==> src/design/udp_rx_cfg.svh <==
`ifndef UDP_RX_CFG_SVH
`define UDP_RX_CFG_SVH

// ******************************
// board identity
// ******************************
`define UDP_RX_BOARD_MAC  48'h02_00_00_00_00_01  // locally administered
`define UDP_RX_BOARD_IP   32'hc0_a8_01_0a        // 192.168.1.10

// ******************************
// buffering and flow control
// ******************************
`define UDP_RX_FIFO_DEPTH 16                     // word entries, power of two
`define UDP_RX_CREDITS    4                      // granted by the sink at reset

`endif

==> src/design/udp_rx_pkg.sv <==
`default_nettype none

package udp_rx_pkg;

    // parser states, named for waveform viewing
    typedef enum logic [2:0] {
        st_idle, st_preamble, st_eth_head, st_ip_head, st_udp_head, st_rx_data, st_rx_end
    } rx_state_t;

    typedef logic [15:0] byte_cnt_t;     // udp and payload byte counts

    typedef struct packed {
        logic [31:0] data;               // first byte in [31:24]
        logic        last;               // final word of the payload
        logic [2:0]  nbytes;             // 1 to 4 valid bytes
    } rx_word_t;

endpackage

`default_nettype wire

==> src/design/credit_out_port.sv <==
`timescale 1ns/100ps
`default_nettype none
`include "udp_rx_cfg.svh"

module credit_out_port
    import udp_rx_pkg::*;
(
    input  wire logic     clk,
    input  wire logic     rst_n,
    input  wire rx_word_t rd_entry,
    input  wire logic     empty,
    input  wire logic     credit_return,
    output logic          rd_en,
    output logic          out_valid,
    output logic [31:0]   out_data,
    output logic          out_last,
    output logic [2:0]    out_nbytes
);

    localparam int          cw           = $clog2(`UDP_RX_CREDITS + 1);
    localparam logic [cw-1:0] init_credits = cw'(`UDP_RX_CREDITS);

    logic [cw-1:0] credits;      // words the sink can still take

    assign rd_en = !empty && (credits != '0);

    always_ff @(posedge clk or negedge rst_n) begin
        if (!rst_n) begin
            credits   <= init_credits;
            out_valid <= 1'b0;
        end else begin
            out_valid <= rd_en;
            case ({credit_return, rd_en})
                2'b10:   credits <= credits + 1'b1;
                2'b01:   credits <= credits - 1'b1;
                default: ;                       // return and send cancel out
            endcase
        end
    end

    always_ff @(posedge clk) begin
        if (rd_en) begin
            out_data   <= rd_entry.data;
            out_last   <= rd_entry.last;
            out_nbytes <= rd_entry.nbytes;
        end
    end

endmodule

`default_nettype wire

==> src/design/payload_packer.sv <==
`timescale 1ns/100ps
`default_nettype none

module payload_packer
    import udp_rx_pkg::*;
(
    input  wire logic       clk,
    input  wire logic       rst_n,
    input  wire logic       pay_valid,
    input  wire logic [7:0] pay_byte,
    input  wire logic       pay_last,
    output logic            wr_en,
    output rx_word_t        wr_entry
);

    logic [1:0]  lane;          // 0 is the most significant byte
    logic [31:0] acc;           // bytes gathered so far
    logic [31:0] word_next;

    // lane 0 starts a fresh word so unused low lanes stay zero
    always_comb begin
        word_next = (lane == 2'd0) ? 32'd0 : acc;
        word_next[31 - 8*lane -: 8] = pay_byte;
    end

    always_ff @(posedge clk or negedge rst_n) begin
        if (!rst_n) begin
            lane  <= 2'd0;
            wr_en <= 1'b0;
        end else begin
            wr_en <= pay_valid && (lane == 2'd3 || pay_last);
            if (pay_valid) begin
                lane <= pay_last ? 2'd0 : lane + 2'd1;   // wraps after lane 3
            end
        end
    end

    always_ff @(posedge clk) begin
        if (pay_valid) begin
            acc             <= word_next;
            wr_entry.data   <= word_next;
            wr_entry.last   <= pay_last;
            wr_entry.nbytes <= {1'b0, lane} + 3'd1;
        end
    end

endmodule

`default_nettype wire

==> src/design/rx_word_fifo.sv <==
`timescale 1ns/100ps
`default_nettype none
`include "udp_rx_cfg.svh"

module rx_word_fifo
    import udp_rx_pkg::*;
(
    input  wire logic                                clk,
    input  wire logic                                rst_n,
    input  wire logic                                wr_en,
    input  wire rx_word_t                            wr_entry,
    input  wire logic                                rd_en,
    output rx_word_t                                 rd_entry,
    output logic                                     empty,
    output logic [$clog2(`UDP_RX_FIFO_DEPTH):0]      free_count
);

    localparam int          depth      = `UDP_RX_FIFO_DEPTH;
    localparam int          aw         = $clog2(depth);
    localparam logic [aw:0] full_level = (aw + 1)'(depth);

    rx_word_t      mem [depth];
    logic [aw-1:0] wr_ptr;
    logic [aw-1:0] rd_ptr;
    logic [aw:0]   count;        // occupancy
    logic          do_wr;
    logic          do_rd;

    assign do_wr      = wr_en && (count != full_level);
    assign do_rd      = rd_en && !empty;
    assign empty      = (count == '0);
    assign free_count = full_level - count;
    assign rd_entry   = mem[rd_ptr];             // head entry, no read latency

    always_ff @(posedge clk) begin
        if (do_wr) begin
            mem[wr_ptr] <= wr_entry;
        end
    end

    always_ff @(posedge clk or negedge rst_n) begin
        if (!rst_n) begin
            wr_ptr <= '0;
            rd_ptr <= '0;
            count  <= '0;
        end else begin
            if (do_wr) begin
                wr_ptr <= wr_ptr + 1'b1;         // wraps at depth
            end
            if (do_rd) begin
                rd_ptr <= rd_ptr + 1'b1;
            end
            case ({do_wr, do_rd})
                2'b10:   count <= count + 1'b1;
                2'b01:   count <= count - 1'b1;
                default: ;                       // both or neither
            endcase
        end
    end

endmodule

`default_nettype wire

==> src/design/udp_rx_ctrl.sv <==
`timescale 1ns/100ps
`default_nettype none
`include "udp_rx_cfg.svh"

module udp_rx_ctrl
    import udp_rx_pkg::*;
(
    input  wire logic                                 clk,
    input  wire logic                                 rst_n,
    input  wire logic                                 gmii_rx_dv,
    input  wire logic [7:0]                           gmii_rxd,
    input  wire logic [$clog2(`UDP_RX_FIFO_DEPTH):0]  free_count,
    output logic                                      pay_valid,
    output logic [7:0]                                pay_byte,
    output logic                                      pay_last,
    output logic [15:0]                               drop_count
);

    localparam int          fw          = $clog2(`UDP_RX_FIFO_DEPTH) + 1;
    localparam logic [47:0] bcast_mac   = 48'hff_ff_ff_ff_ff_ff;
    localparam logic [15:0] eth_type_ip = 16'h0800;

    rx_state_t   state;
    logic [5:0]  cnt;              // byte index inside the current section
    logic [47:0] des_mac;
    logic [7:0]  eth_type_hi;
    logic [5:0]  ip_hlen;          // ip header length in bytes
    logic [23:0] des_ip_hi;        // first three bytes of the destination ip
    logic [15:0] udp_len;
    byte_cnt_t   pay_len;
    byte_cnt_t   pay_len_next;
    byte_cnt_t   pay_words;
    byte_cnt_t   data_cnt;
    logic        mac_ok;
    logic        type_ok;
    logic        ip_ok;
    logic        room_ok;
    logic        len_last;         // registered byte was the last by udp length
    logic        reject;

    assign mac_ok       = (des_mac == `UDP_RX_BOARD_MAC) || (des_mac == bcast_mac);
    assign type_ok      = ({eth_type_hi, gmii_rxd} == eth_type_ip);
    assign ip_ok        = ({des_ip_hi, gmii_rxd} == `UDP_RX_BOARD_IP);
    assign pay_len_next = udp_len - 16'd8;
    assign pay_words    = {2'b00, pay_len_next[15:2]} + {15'd0, |pay_len_next[1:0]};
    assign room_ok      = pay_words <= {{(16 - fw){1'b0}}, free_count};

    // dv falling right after a payload byte marks a truncated frame
    assign pay_last = pay_valid && (len_last || !gmii_rx_dv);

    // ******************************
    // frame walk
    // ******************************
    always_ff @(posedge clk or negedge rst_n) begin
        if (!rst_n) begin
            state     <= st_idle;
            cnt       <= '0;
            data_cnt  <= '0;
            pay_valid <= 1'b0;
            len_last  <= 1'b0;
            reject    <= 1'b0;
        end else begin
            pay_valid <= 1'b0;
            len_last  <= 1'b0;
            reject    <= 1'b0;
            cnt       <= cnt + 6'd1;
            if (!gmii_rx_dv && state != st_idle) begin
                state  <= st_idle;
                reject <= state inside {st_eth_head, st_ip_head, st_udp_head};  // cut header
            end else begin
                case (state)
                    st_idle: begin
                        cnt <= 6'd1;
                        if (gmii_rx_dv) begin
                            state <= (gmii_rxd == 8'h55) ? st_preamble : st_rx_end;
                        end
                    end
                    st_preamble: begin
                        if (gmii_rxd == 8'hd5 && cnt == 6'd7) begin
                            state <= st_eth_head;
                            cnt   <= '0;
                        end else if (gmii_rxd != 8'h55 || cnt == 6'd7) begin
                            state <= st_rx_end;                  // bad framing, not counted
                        end
                    end
                    st_eth_head: begin
                        if (cnt == 6'd13) begin
                            cnt <= '0;
                            if (mac_ok && type_ok) begin
                                state <= st_ip_head;
                            end else begin
                                state  <= st_rx_end;
                                reject <= 1'b1;
                            end
                        end
                    end
                    st_ip_head: begin
                        if (cnt == 6'd19 && !ip_ok) begin
                            state  <= st_rx_end;
                            reject <= 1'b1;
                        end else if (cnt >= 6'd19 && cnt == ip_hlen - 6'd1) begin
                            state <= st_udp_head;                // options skipped
                            cnt   <= '0;
                        end
                    end
                    st_udp_head: begin
                        if (cnt == 6'd7) begin
                            cnt      <= '0;
                            data_cnt <= '0;
                            if (!room_ok) begin
                                state  <= st_rx_end;             // whole frame would not fit
                                reject <= 1'b1;
                            end else if (pay_len_next == '0) begin
                                state <= st_rx_end;
                            end else begin
                                state <= st_rx_data;
                            end
                        end
                    end
                    st_rx_data: begin
                        pay_valid <= 1'b1;
                        data_cnt  <= data_cnt + 16'd1;
                        if (data_cnt == pay_len - 16'd1) begin
                            len_last <= 1'b1;
                            state    <= st_rx_end;               // fcs bytes follow
                        end
                    end
                    default: ;                                   // rx_end waits for dv low
                endcase
            end
        end
    end

    // header fields, sampled by position
    always_ff @(posedge clk) begin
        pay_byte <= gmii_rxd;
        if (gmii_rx_dv) begin
            case (state)
                st_eth_head: begin
                    if (cnt < 6'd6) begin
                        des_mac <= {des_mac[39:0], gmii_rxd};
                    end
                    if (cnt == 6'd12) begin
                        eth_type_hi <= gmii_rxd;
                    end
                end
                st_ip_head: begin
                    if (cnt == 6'd0) begin
                        ip_hlen <= {gmii_rxd[3:0], 2'b00};       // ihl in words
                    end
                    if (cnt >= 6'd16 && cnt <= 6'd18) begin
                        des_ip_hi <= {des_ip_hi[15:0], gmii_rxd};
                    end
                end
                st_udp_head: begin
                    if (cnt == 6'd4) begin
                        udp_len[15:8] <= gmii_rxd;
                    end
                    if (cnt == 6'd5) begin
                        udp_len[7:0] <= gmii_rxd;
                    end
                    if (cnt == 6'd7) begin
                        pay_len <= pay_len_next;
                    end
                end
                default: ;
            endcase
        end
    end

    always_ff @(posedge clk or negedge rst_n) begin
        if (!rst_n) begin
            drop_count <= '0;
        end else if (reject) begin
            drop_count <= drop_count + 16'd1;
        end
    end

endmodule

`default_nettype wire

==> src/design/udp_rx_top.sv <==
`timescale 1ns/100ps
`default_nettype none
`include "udp_rx_cfg.svh"

module udp_rx_top
    import udp_rx_pkg::*;
(
    input  wire logic       clk,
    input  wire logic       rst_n,
    input  wire logic       gmii_rx_dv,
    input  wire logic [7:0] gmii_rxd,
    input  wire logic       credit_return,
    output logic            out_valid,
    output logic [31:0]     out_data,
    output logic            out_last,
    output logic [2:0]      out_nbytes,
    output logic [15:0]     drop_count
);

    // ******************************
    // internal nets
    // ******************************
    logic                                pay_valid;
    logic [7:0]                          pay_byte;
    logic                                pay_last;
    logic                                wr_en;
    rx_word_t                            wr_entry;
    logic                                rd_en;
    rx_word_t                            rd_entry;
    logic                                empty;
    logic [$clog2(`UDP_RX_FIFO_DEPTH):0] free_count;

    udp_rx_ctrl ctrl_i (
        .clk        (clk),
        .rst_n      (rst_n),
        .gmii_rx_dv (gmii_rx_dv),
        .gmii_rxd   (gmii_rxd),
        .free_count (free_count),
        .pay_valid  (pay_valid),
        .pay_byte   (pay_byte),
        .pay_last   (pay_last),
        .drop_count (drop_count)
    );

    payload_packer packer_i (
        .clk       (clk),
        .rst_n     (rst_n),
        .pay_valid (pay_valid),
        .pay_byte  (pay_byte),
        .pay_last  (pay_last),
        .wr_en     (wr_en),
        .wr_entry  (wr_entry)
    );

    rx_word_fifo fifo_i (
        .clk        (clk),
        .rst_n      (rst_n),
        .wr_en      (wr_en),
        .wr_entry   (wr_entry),
        .rd_en      (rd_en),
        .rd_entry   (rd_entry),
        .empty      (empty),
        .free_count (free_count)
    );

    credit_out_port out_i (
        .clk           (clk),
        .rst_n         (rst_n),
        .rd_entry      (rd_entry),
        .empty         (empty),
        .credit_return (credit_return),
        .rd_en         (rd_en),
        .out_valid     (out_valid),
        .out_data      (out_data),
        .out_last      (out_last),
        .out_nbytes    (out_nbytes)
    );

endmodule

`default_nettype wire

==> config.mk <==
export PLATFORM = sky130hd
export DESIGN_NAME = udp_rx_top
export DESIGN_NICKNAME = d
export VERILOG_FILES = /design/src/design/udp_rx_pkg.sv /design/src/design/credit_out_port.sv /design/src/design/payload_packer.sv /design/src/design/rx_word_fifo.sv /design/src/design/udp_rx_ctrl.sv /design/src/design/udp_rx_top.sv
export VERILOG_INCLUDE_DIRS = /design/src /design/src/design
export SDC_FILE = /design/constraint.sdc
export NUM_CORES = 1
export LEC_CHECK = 0
export BUFFER_PORTS_ARGS = -buffer_cell sky130_fd_sc_hd__buf_2
export CAP_MARGIN = 20
export CORE_MARGIN = 4
export CORE_UTILIZATION = 50
export DETAILED_ROUTE_END_ITERATION = 7
export PLACE_DENSITY = 0.66
export SYNTH_ARGS = -nofsm -noshare
export SYNTH_HDL_FRONTEND = slang
export SYNTH_SLANG_ARGS = --single-unit
export TNS_END_PERCENT = 5
==> constraint.sdc <==
create_clock -name clk -period 10.9 [get_ports clk]
set_clock_uncertainty 0.2 [all_clocks]
set_input_delay 1.09 -clock clk [delete_from_list [all_inputs] [get_ports clk]]
set_output_delay 1.09 -clock clk [all_outputs]
set_load 0.1 [all_outputs]
==> results.cfg, run 1 <==
[grt]
antenna_found_initial = 0
grt_pass1_wl_um = 105000
grt_pass1_vias = 16500
overflow = 0
grtUsageTotal_pct = 20.0
grt_max_degree = 77

[layout]
flow.area_growth_from_synthesis_pct = 13.4
layout_common_cells = edfxtp_1, mux4_2, clkbuf_16
fill_cells = 4745
layout_commonest_cell = edfxtp_1
layout.nets = 1829
instances_no_fill = 2702
antenna_cells = 0
multiInputGateArea_sq_um = 7890
drive_above_1_share_pct = 24.1
regArea_sq_um = 24700
post-route-cell-area_sq_um = 37300

[placement]
gp_congestion = 0.818
numPortBuffers = 64
placed_cell_area_sq_um = 34300
pre_cts_ws_ns = 6.71
dpl.hpwl_um = 37600
place_inst = 2545

[detailed_routing]
remaining_drc_errors = 0
wl_met1_um = 28700
vias = 15900
viasPerCell = 5.88
top_layer = met4
routed-wl-met3_um = 4240
dr.pass1.iters = 5
wl_per_cell_um = 25.4
drt_iter0_markers = 1523
wl_um = 68700
ant_nets = 0
wl_met2_um = 34500

[worst_setup_path]
end_kind = register
cp-start-kind = register
critPathArrivalTime_ns = 3.85
required_ns = 10.97
cp_max_fo = 19
criticalPathCategory = register to register

[sta]
maxSlewHeadroom_pct = 27.6
min_period_ns = 3.77
fin_crit_sh_pct = 34.6
setup_viol = 0
drv_slew = 0
setup_ws_ns = 7.13
fmax_mhz = 265
fin_tns_setup_ns = 0
rsz0062_at_grt = no
tightestPinTransition_ns = 1.09
final_hold_viol_count = 0

[synthesis]
yosysWarnings = 0
synth.distinct_cells = 78
syn-instance-count = 1665
avgSynthCellArea_sq_um = 19.7
synth_edf_count = 764
synth_seq_cells = 836
async_flop_share_pct = 7.66
synth_ff_type = edfxtp_1
ys_seq_area_share_pct = 75.2
netlist_area_sq_um = 32900
synth_nets = 1712

[status]
outcome = complete, no violations

[power]
worst_ir_drop_vdd_uv = 267
p_leak_nw = 13.2
power.density_nw_per_um2 = 224

[floorplanning]
dieArea_sq_um = 69900
dieHeight_um = 264
die_x_um = 264
core_area_sq_um = 64800
num_io_pins = 65
start_util_pct = 50.7
fp-row-count = 93

[clock_network]
cts-root-buf = clkbuf_16
cts_resized = 0
cts_setup_buffers = 0
insertion_delay_ns = 0.62
cts.sinks = 836
cts_tree = yes
clk_pin_slew_ns = 0.07
cts.path.max_buffers = 3
cts-buffers-inserted = 86
ctsHoldBuffers = 0
htreeDepth = 3

[min_path]
worstHoldPathType = register to register

[run]
drv_cap = 0
[worst paths after layout]
check	from	end	slack [ns]	depth (start not counted)
setup / recovery	fifo_i.count[0]	fifo_i.mem[6][20]	7.13	8
hold / removal	ctrl_i.des_ip_hi[0]	ctrl_i.des_ip_hi[8]	0.24	0
setup reg to reg	fifo_i.count[0]	fifo_i.mem[6][20]	7.13	8
hold reg to reg	ctrl_i.des_ip_hi[0]	ctrl_i.des_ip_hi[8]	0.24	0
max in group asynchronous	rst_n	fifo_i.rd_ptr[1]	9.46	1
min in group asynchronous	rst_n	ctrl_i.data_cnt[14]	0.39	1
[critical path, stage by stage (launching register included)]
cell	delay, ns
dfrtp_1	0.43
inv_1	0.11
ha_1	0.22
nor3b_1	0.16
ha_1	0.19
nor2b_1	0.43
nand2_1	0.34
nor2_4	0.80
buf_4	0.53
[sequential cells by signal, indices dropped and copies added, names as in the netlist, 4 cells and up]
signal              flops
fifo_i.mem            576
ctrl_i.ip_hlen          4
ctrl_i.des_mac         48
ctrl_i.drop_count      16
ctrl_i.data_cnt        16
ctrl_i.pay_len         16
ctrl_i.udp_len         16
packer_i.acc           32
ctrl_i.cnt              6
ctrl_i.eth_type_hi      8
fifo_i.count            5
ctrl_i.pay_byte         8
packer_i.wr_entry       4
out_i.out_data         32
fifo_i.wr_ptr           4
fifo_i.rd_ptr           4
ctrl_i.des_ip_hi       24
[metal layers]
layer / up-vias / GRT usage (%)
li1: 6970 / -
met1: 8296 / 28.3
met5: - / 0
met3: 94 / 3.67
met4: 0 / 4.57
met2: 529 / 32.9
[cells in the mapped netlist (20+ instances only)]
cell,instances,area (sq um)
and2_1,35,219
and3_1,21,131
clkbuf_1,48,180
dfrtp_1,63,1580
edfxtp_1,764,22900
ha_1,33,413
inv_1,34,128
mux4_2,180,4050
nand2_1,53,199
nand3_1,22,110
nand4_1,30,188
nor2_1,64,240
nor3_1,23,115
nor4_1,25,156
o21ai_0,20,100
xnor2_1,48,420
xor2_1,34,298
[stage by stage]
| step | hold slack, ns | util [%] | power [mW] |
|---|---|---|---|
| 3_5_place_dp | 0.227 | 53.0 | 5.51 |
| 5_1_grt | 0.257 | 57.5 | 8.75 |
| 2_1_floorplan | 0.217 | - | 5.12 |
| 3_3_place_gp | 0.226 | 53.0 | 5.48 |
| 4_1_cts | 0.250 | 57.3 | 8.43 |
| 6_report | 0.241 | 57.5 | 8.36 |
[where the power goes]
part / switching (mW) / internal [mW] / total [mW] / leakage [nW]
sequential: 0.262 / 3.64 / 3.90 / 8.76
combinational: 0.919 / 0.628 / 1.55 / 3.09
clock: 1.16 / 1.75 / 2.92 / 1.39
[layout make-up]
| cell class | count | area share, % |
|---|---|---|
| clock buffer | 108 | 6.28 |
| clock inverter | 45 | 1.33 |
| inverter | 37 | 0.373 |
| multi-input combinational | 729 | 21.2 |
| sequential | 836 | 66.3 |
| tap | 855 | 2.87 |
| timing repair buffer | 92 | 1.63 |
[cell families after synthesis]
family | synth area share, %
muxes | 12.5
and+or+nand+nor | 5.71
DFF | 75.2
xor gates and xnor gates | 2.23
adders and majority gates | 1.38
AOI/OAI and AO/OA | 1.82
buffers and inverters | 1.21
Power figures use the tool's default switching activity.
==> run 2: changes to the inputs <==
- ABC_AREA: not set -> 1
- clock period: 10.9 -> 3.84 ns (I/O delays scaled with it)
==> results.cfg, run 2 <==
[synthesis]
post-synth-top-count-cell = edfxtp_1
netlist.area_leader.share_pct = 66.6
synth.distinct_cells = 52
synth_area_leaders = edfxtp_1, dfrtp_1, mux2i_1
synth_edf_count = 764
synth_ff_type = edfxtp_1
syn-instance-count = 2627
synth_common_cells = edfxtp_1, inv_1, nand2_1
netlist_area_sq_um = 34500
ys_seq_area_share_pct = 71.7
synth_nets = 2674
async_flop_share_pct = 7.66
synth_area_leader_cell = edfxtp_1
yosysWarnings = 0
avgSynthCellArea_sq_um = 13.1
synth_seq_cells = 836

[sta]
fin_tns_setup_ns = 0
final_hold_viol_count = 0
fmax_mhz = 302
fin_crit_sh_pct = 86.3
min_period_ns = 3.31
setup_viol = 0
maxSlewHeadroom_pct = 33.5
whs_ns = 0.0588
drv_slew = 0
tightestPinTransition_ns = 0.996
rsz0062_at_grt = no

[layout]
layout_common_cells = edfxtp_1, inv_1, nand2_1
top_register = fifo_i.mem
drive_above_1_share_pct = 10.1
multiInputGateArea_sq_um = 8410
post-route-cell-area_sq_um = 39000
layout.nets = 2777
layout_commonest_cell = edfxtp_1
top_regs = fifo_i.mem x576, ctrl_i.des_mac x48
largest_reg_flops = 576
regArea_sq_um = 24700
flow.area_growth_from_synthesis_pct = 13.0
fill_cells = 5318

[clock_network]
cts-root-buf = clkbuf_16
clk_pin_slew_ns = 0.06
cts_resized = 0
insertion_delay_ns = 0.63
cts.path.max_buffers = 3
cts_tree = yes
cts-buffers-inserted = 87
ctsHoldBuffers = 9
cts.sinks = 836
htreeDepth = 3
cts_setup_buffers = 0

[floorplanning]
fp-row-count = 95
die_x_um = 271
num_io_pins = 65
core_area_sq_um = 67800
start_util_pct = 50.9
dieArea_sq_um = 73200
dieHeight_um = 271

[power]
worst_ir_drop_vdd_uv = 430
p_leak_nw = 14.4
power.density_nw_per_um2 = 707

[grt]
grt_max_degree = 117
overflow = 0
grt_pass1_wl_um = 120000
grt_pass1_vias = 20700
antenna_found_initial = 1
grtUsageTotal_pct = 20.9

[run]
drv_cap = 0

[worst_setup_path]
cp_max_fo = 11
r2r_end = ctrl_i.state[1]
slowest_delay_ns = 0.37
critPathArrivalTime_ns = 3.63
path_buf_inv = 4
reg2reg_slack_ns = 0.53
criticalPathCategory = register to register
rr_startpoint = ctrl_i.udp_len[3]
rr_worst_depth = 25
startpoint = ctrl_i.udp_len[3]
end_kind = register
cp-start-kind = register
cp_top_family = simple AND/OR/NAND/NOR gates
cp_slowest_cell = ha_1
cp.depth = 25
required_ns = 4.16
critPathMostFrequentCell = nand2_1

[detailed_routing]
dr.pass1.iters = 7
wl_per_cell_um = 20.9
viasPerCell = 5.63
drt_iter0_markers = 1807
vias = 20700
ant_nets = 0
remaining_drc_errors = 0
wl_um = 76700

[min_path]
hp-start = gmii_rx_dv
worstHoldPathType = input port to register
holdPathEnd = ctrl_i.data_cnt[15]
hold_depth = 4

[placement]
gp_congestion = 0.875
placed_cell_area_sq_um = 36200
dpl.hpwl_um = 45800
numPortBuffers = 64

[status]
outcome = complete, no violations
## run 2: kinds of logic (layout without fill, tap and decap cells)
kind of cell | Yosys count | after routing | share of synthesized area, %
buffers and inverters | 394 | 565 | 4.36
muxes | 145 | 145 | 4.21
other | 0 | 1 | 0
and+or+nand+nor | 638 | 638 | 8.22
adders and majority gates | 35 | 35 | 1.31
xor gates and xnor gates | 56 | 56 | 1.46
AOI/OAI and AO/OA | 523 | 523 | 8.75
DFF | 836 | 836 | 71.7
## run 2: layout make-up
class                           instances  share of cell area [%]
Timing Repair Buffer                  120                    2.51
Antenna cell                            1                 0.00642
Inverter                              288                    2.78
Clock buffer                          116                    6.00
Clock inverter                         41                   0.851
Multi-Input combinational cell       1397                    21.6
Tap cell                              873                    2.80
Sequential cell                       836                    63.5
## run 2: worst max-delay path by stage
| stage | to | slack [ns] |
|---|---|---|
| global placement | ctrl_i.state[1] | 0.59 |
| finish | ctrl_i.state[1] | 0.53 |
| CTS | ctrl_i.state[1] | 0.53 |
| global route | ctrl_i.state[0] | 0.16 |
| floorplan | fifo_i.mem[11][0] | 0.14 |
| detailed placement | ctrl_i.state[1] | 0.57 |
## run 2: worst register-to-register path, cell delays in order (launching register included)
cell	delay [ns]
edfxtp_1	0.32
clkinv_1	0.27
ha_1	0.38
inv_1	0.07
nand2_1	0.04
nand2_1	0.11
inv_1	0.07
nor2_1	0.14
nand2_1	0.10
nand2_1	0.07
inv_1	0.04
ha_1	0.30
nand2_1	0.07
nor2_1	0.05
o21ai_0	0.08
nand3b_1	0.09
nand2_1	0.08
nand2_1	0.07
nor2_1	0.11
nand2_1	0.07
nor2_1	0.11
nand3_1	0.11
nand2_1	0.08
nand3_1	0.06
nand2_1	0.06
nand2_1	0.05
## run 2: per-stage QoR
step | utilization [%] | power [mW] | instances | setup slack (ns)
after floorplan | - | 17.5 | 2627 | 0.138
after global placement | 53.4 | 19.7 | 3504 | 0.591
after detailed placement | 53.4 | 19.8 | 3504 | 0.566
after CTS | 57.5 | 27.8 | 3670 | 0.529
after global routing | 57.5 | 28.9 | 3671 | 0.161
final | 57.5 | 27.5 | 3672 | 0.527
## run 2: routing by layer
layer	global-route usage (%)	vias to the layer above	part of all wire [%]
met2	35.5	608	49
met5	0	-	0
li1	-	9682	-
met3	3.40	139	6.2
met1	27.8	10200	42
met4	6.64	0	2.9
## run 2: power by group
group          internal [mW]  switching [mW]
Combinational           2.38            5.92
Sequential              10.6           0.694
Clock                   4.56            3.36
==> run 3: changes to the inputs <==
- CORE_ASPECT_RATIO: not set -> 0.8
==> results.cfg, run 3 (same netlist as run 2, synthesis figures left out) <==
[clock_network]
cts_resized = 0
clk_pin_slew_ns = 0.06
cts_tree = yes
cts-root-buf = clkbuf_16
htreeDepth = 3
insertion_delay_ns = 0.63
cts_setup_buffers = 0
cts.path.max_buffers = 3
cts-buffers-inserted = 83
ctsHoldBuffers = 11
cts.sinks = 836

[detailed_routing]
vias = 20800
dr.pass1.iters = 5
ant_nets = 0
remaining_drc_errors = 0
wl_per_cell_um = 20.6
wl_um = 76600
viasPerCell = 5.59
drt_iter0_markers = 2037

[grt]
grt_pass1_vias = 20400
grtUsageTotal_pct = 20.8
antenna_found_initial = 0
grt_max_degree = 87
overflow = 0
grt_pass1_wl_um = 118000

[floorplanning]
start_util_pct = 50.9
fp-row-count = 85
core_area_sq_um = 67700
die_x_um = 302
dieArea_sq_um = 73200
num_io_pins = 65
dieHeight_um = 243

[power]
p_int_mw = 17.9
swShare_pct = 35.7
p_clk_share_pct = 29.7
comb_power_share_pct = 29.6
p_switching_mw = 9.97
p_leak_nw = 14.5
worst_ir_drop_vdd_uv = 522
power.density_nw_per_um2 = 712
seqPwrFrac_pct = 40.7

[sta]
maxSlewHeadroom_pct = 29.9
setup_viol = 0
fmax_mhz = 301
min_period_ns = 3.33
fin_crit_sh_pct = 86.6
drv_slew = 0
final_hold_viol_count = 0
tightestPinTransition_ns = 1.05
whs_ns = 0.184
rsz0062_at_grt = no
fin_tns_setup_ns = 0

[min_path]
worstHoldPathType = input port to asynchronous set/reset pin

[worst_setup_path]
critPathMostFrequentCell = nand2_1
cp_max_fo = 11
startpoint = ctrl_i.udp_len[3]
required_ns = 4.16
rr_startpoint = ctrl_i.udp_len[3]
criticalPathCategory = register to register
end_kind = register
critPathArrivalTime_ns = 3.65
slowest_delay_ns = 0.36
cp-start-kind = register
cp_slowest_cell = ha_1

[layout]
largest_reg_flops = 576
final_core_util_pct = 57.8
antenna_cells = 0
layout.nets = 2786
instances_no_fill = 3719
fill_cells = 5315
drive_above_1_share_pct = 10.9
flow.area_growth_from_synthesis_pct = 13.7
layout_common_cells = edfxtp_1, inv_1, nand2_1
top_register = fifo_i.mem
top_regs = fifo_i.mem x576, ctrl_i.des_mac x48
layout_commonest_cell = edfxtp_1

[placement]
dpl.hpwl_um = 45400
gp_congestion = 0.874
numPortBuffers = 64
place_inst = 3556

[status]
outcome = complete, no violations

[run]
drv_cap = 0
run 3: changes by cell type in the layout (fill, tap and decap cells not counted), sizes merged:
cell and delta:
diode -1, clkbuf -17, clkinv -6, bufinv +7
inv +3, buf +12, dlygate4sd3 +2, clkinvlp +7
run 3: area by class of cell:
type / count / area [sq um] / share of cell area (%)
clock inverter: 52 / 581 / 1.48
sequential: 836 / 24700 / 63.1
timing repair buffer: 133 / 1020 / 2.59
tap: 913 / 1140 / 2.92
clock buffer: 100 / 2220 / 5.68
multi-input combinational: 1397 / 8410 / 21.5
inverter: 288 / 1080 / 2.77
run 3: critical path: cells and delay by family, from the launching register on:
kind	cells	cell delay, ns
and+or+nand+nor	18	1.55
adders and majority gates	2	0.65
AOI/OAI and AO/OA	1	0.07
buffers and inverters	4	0.44
DFF	1	0.32
run 3: path summary, 6_finish.rpt:
check	endpoint	slack, ns	cells after the start
max in group asynchronous	out_i.credits[2]	2.42	3
hold / removal	ctrl_i.state[1]	0.18	2
hold reg to reg	ctrl_i.pay_len[1]	0.25	0
setup reg to reg	ctrl_i.state[1]	0.51	25
setup / recovery	ctrl_i.state[1]	0.51	25
min in group clk	ctrl_i.pay_len[1]	0.25	0
run 3: metrics by stage:
step | power (mW) | area [sq um] | worst slack (ns)
after floorplan | 17.5 | 34500 | 0.138
after global routing | 29.3 | 39200 | 0.147
after detailed placement | 19.8 | 36300 | 0.607
after CTS | 28.1 | 39200 | 0.577
final | 27.9 | 39200 | 0.514
after global placement | 19.6 | 36300 | 0.623
run 3: layer usage:
layer | vias up | global-route usage, % | share of wire (%)
li1 | 9701 | - | -
met1 | 10300 | 30.2 | 45
met2 | 653 | 32.5 | 46
met3 | 111 | 3.56 | 6.7
met4 | 0 | 6.30 | 2.7
met5 | - | 0 | 0
run 3: power groups by stage:
stage          combinational, mW  clock [mW]  sequential (mW)
3_5_place_dp                8.26           0             11.5
4_1_cts                     8.31        8.45             11.4
2_1_floorplan               4.79           0             12.7
6_report                    8.26        8.28             11.4
3_3_place_gp                8.13           0             11.5
5_1_grt                     8.99        8.85             11.4
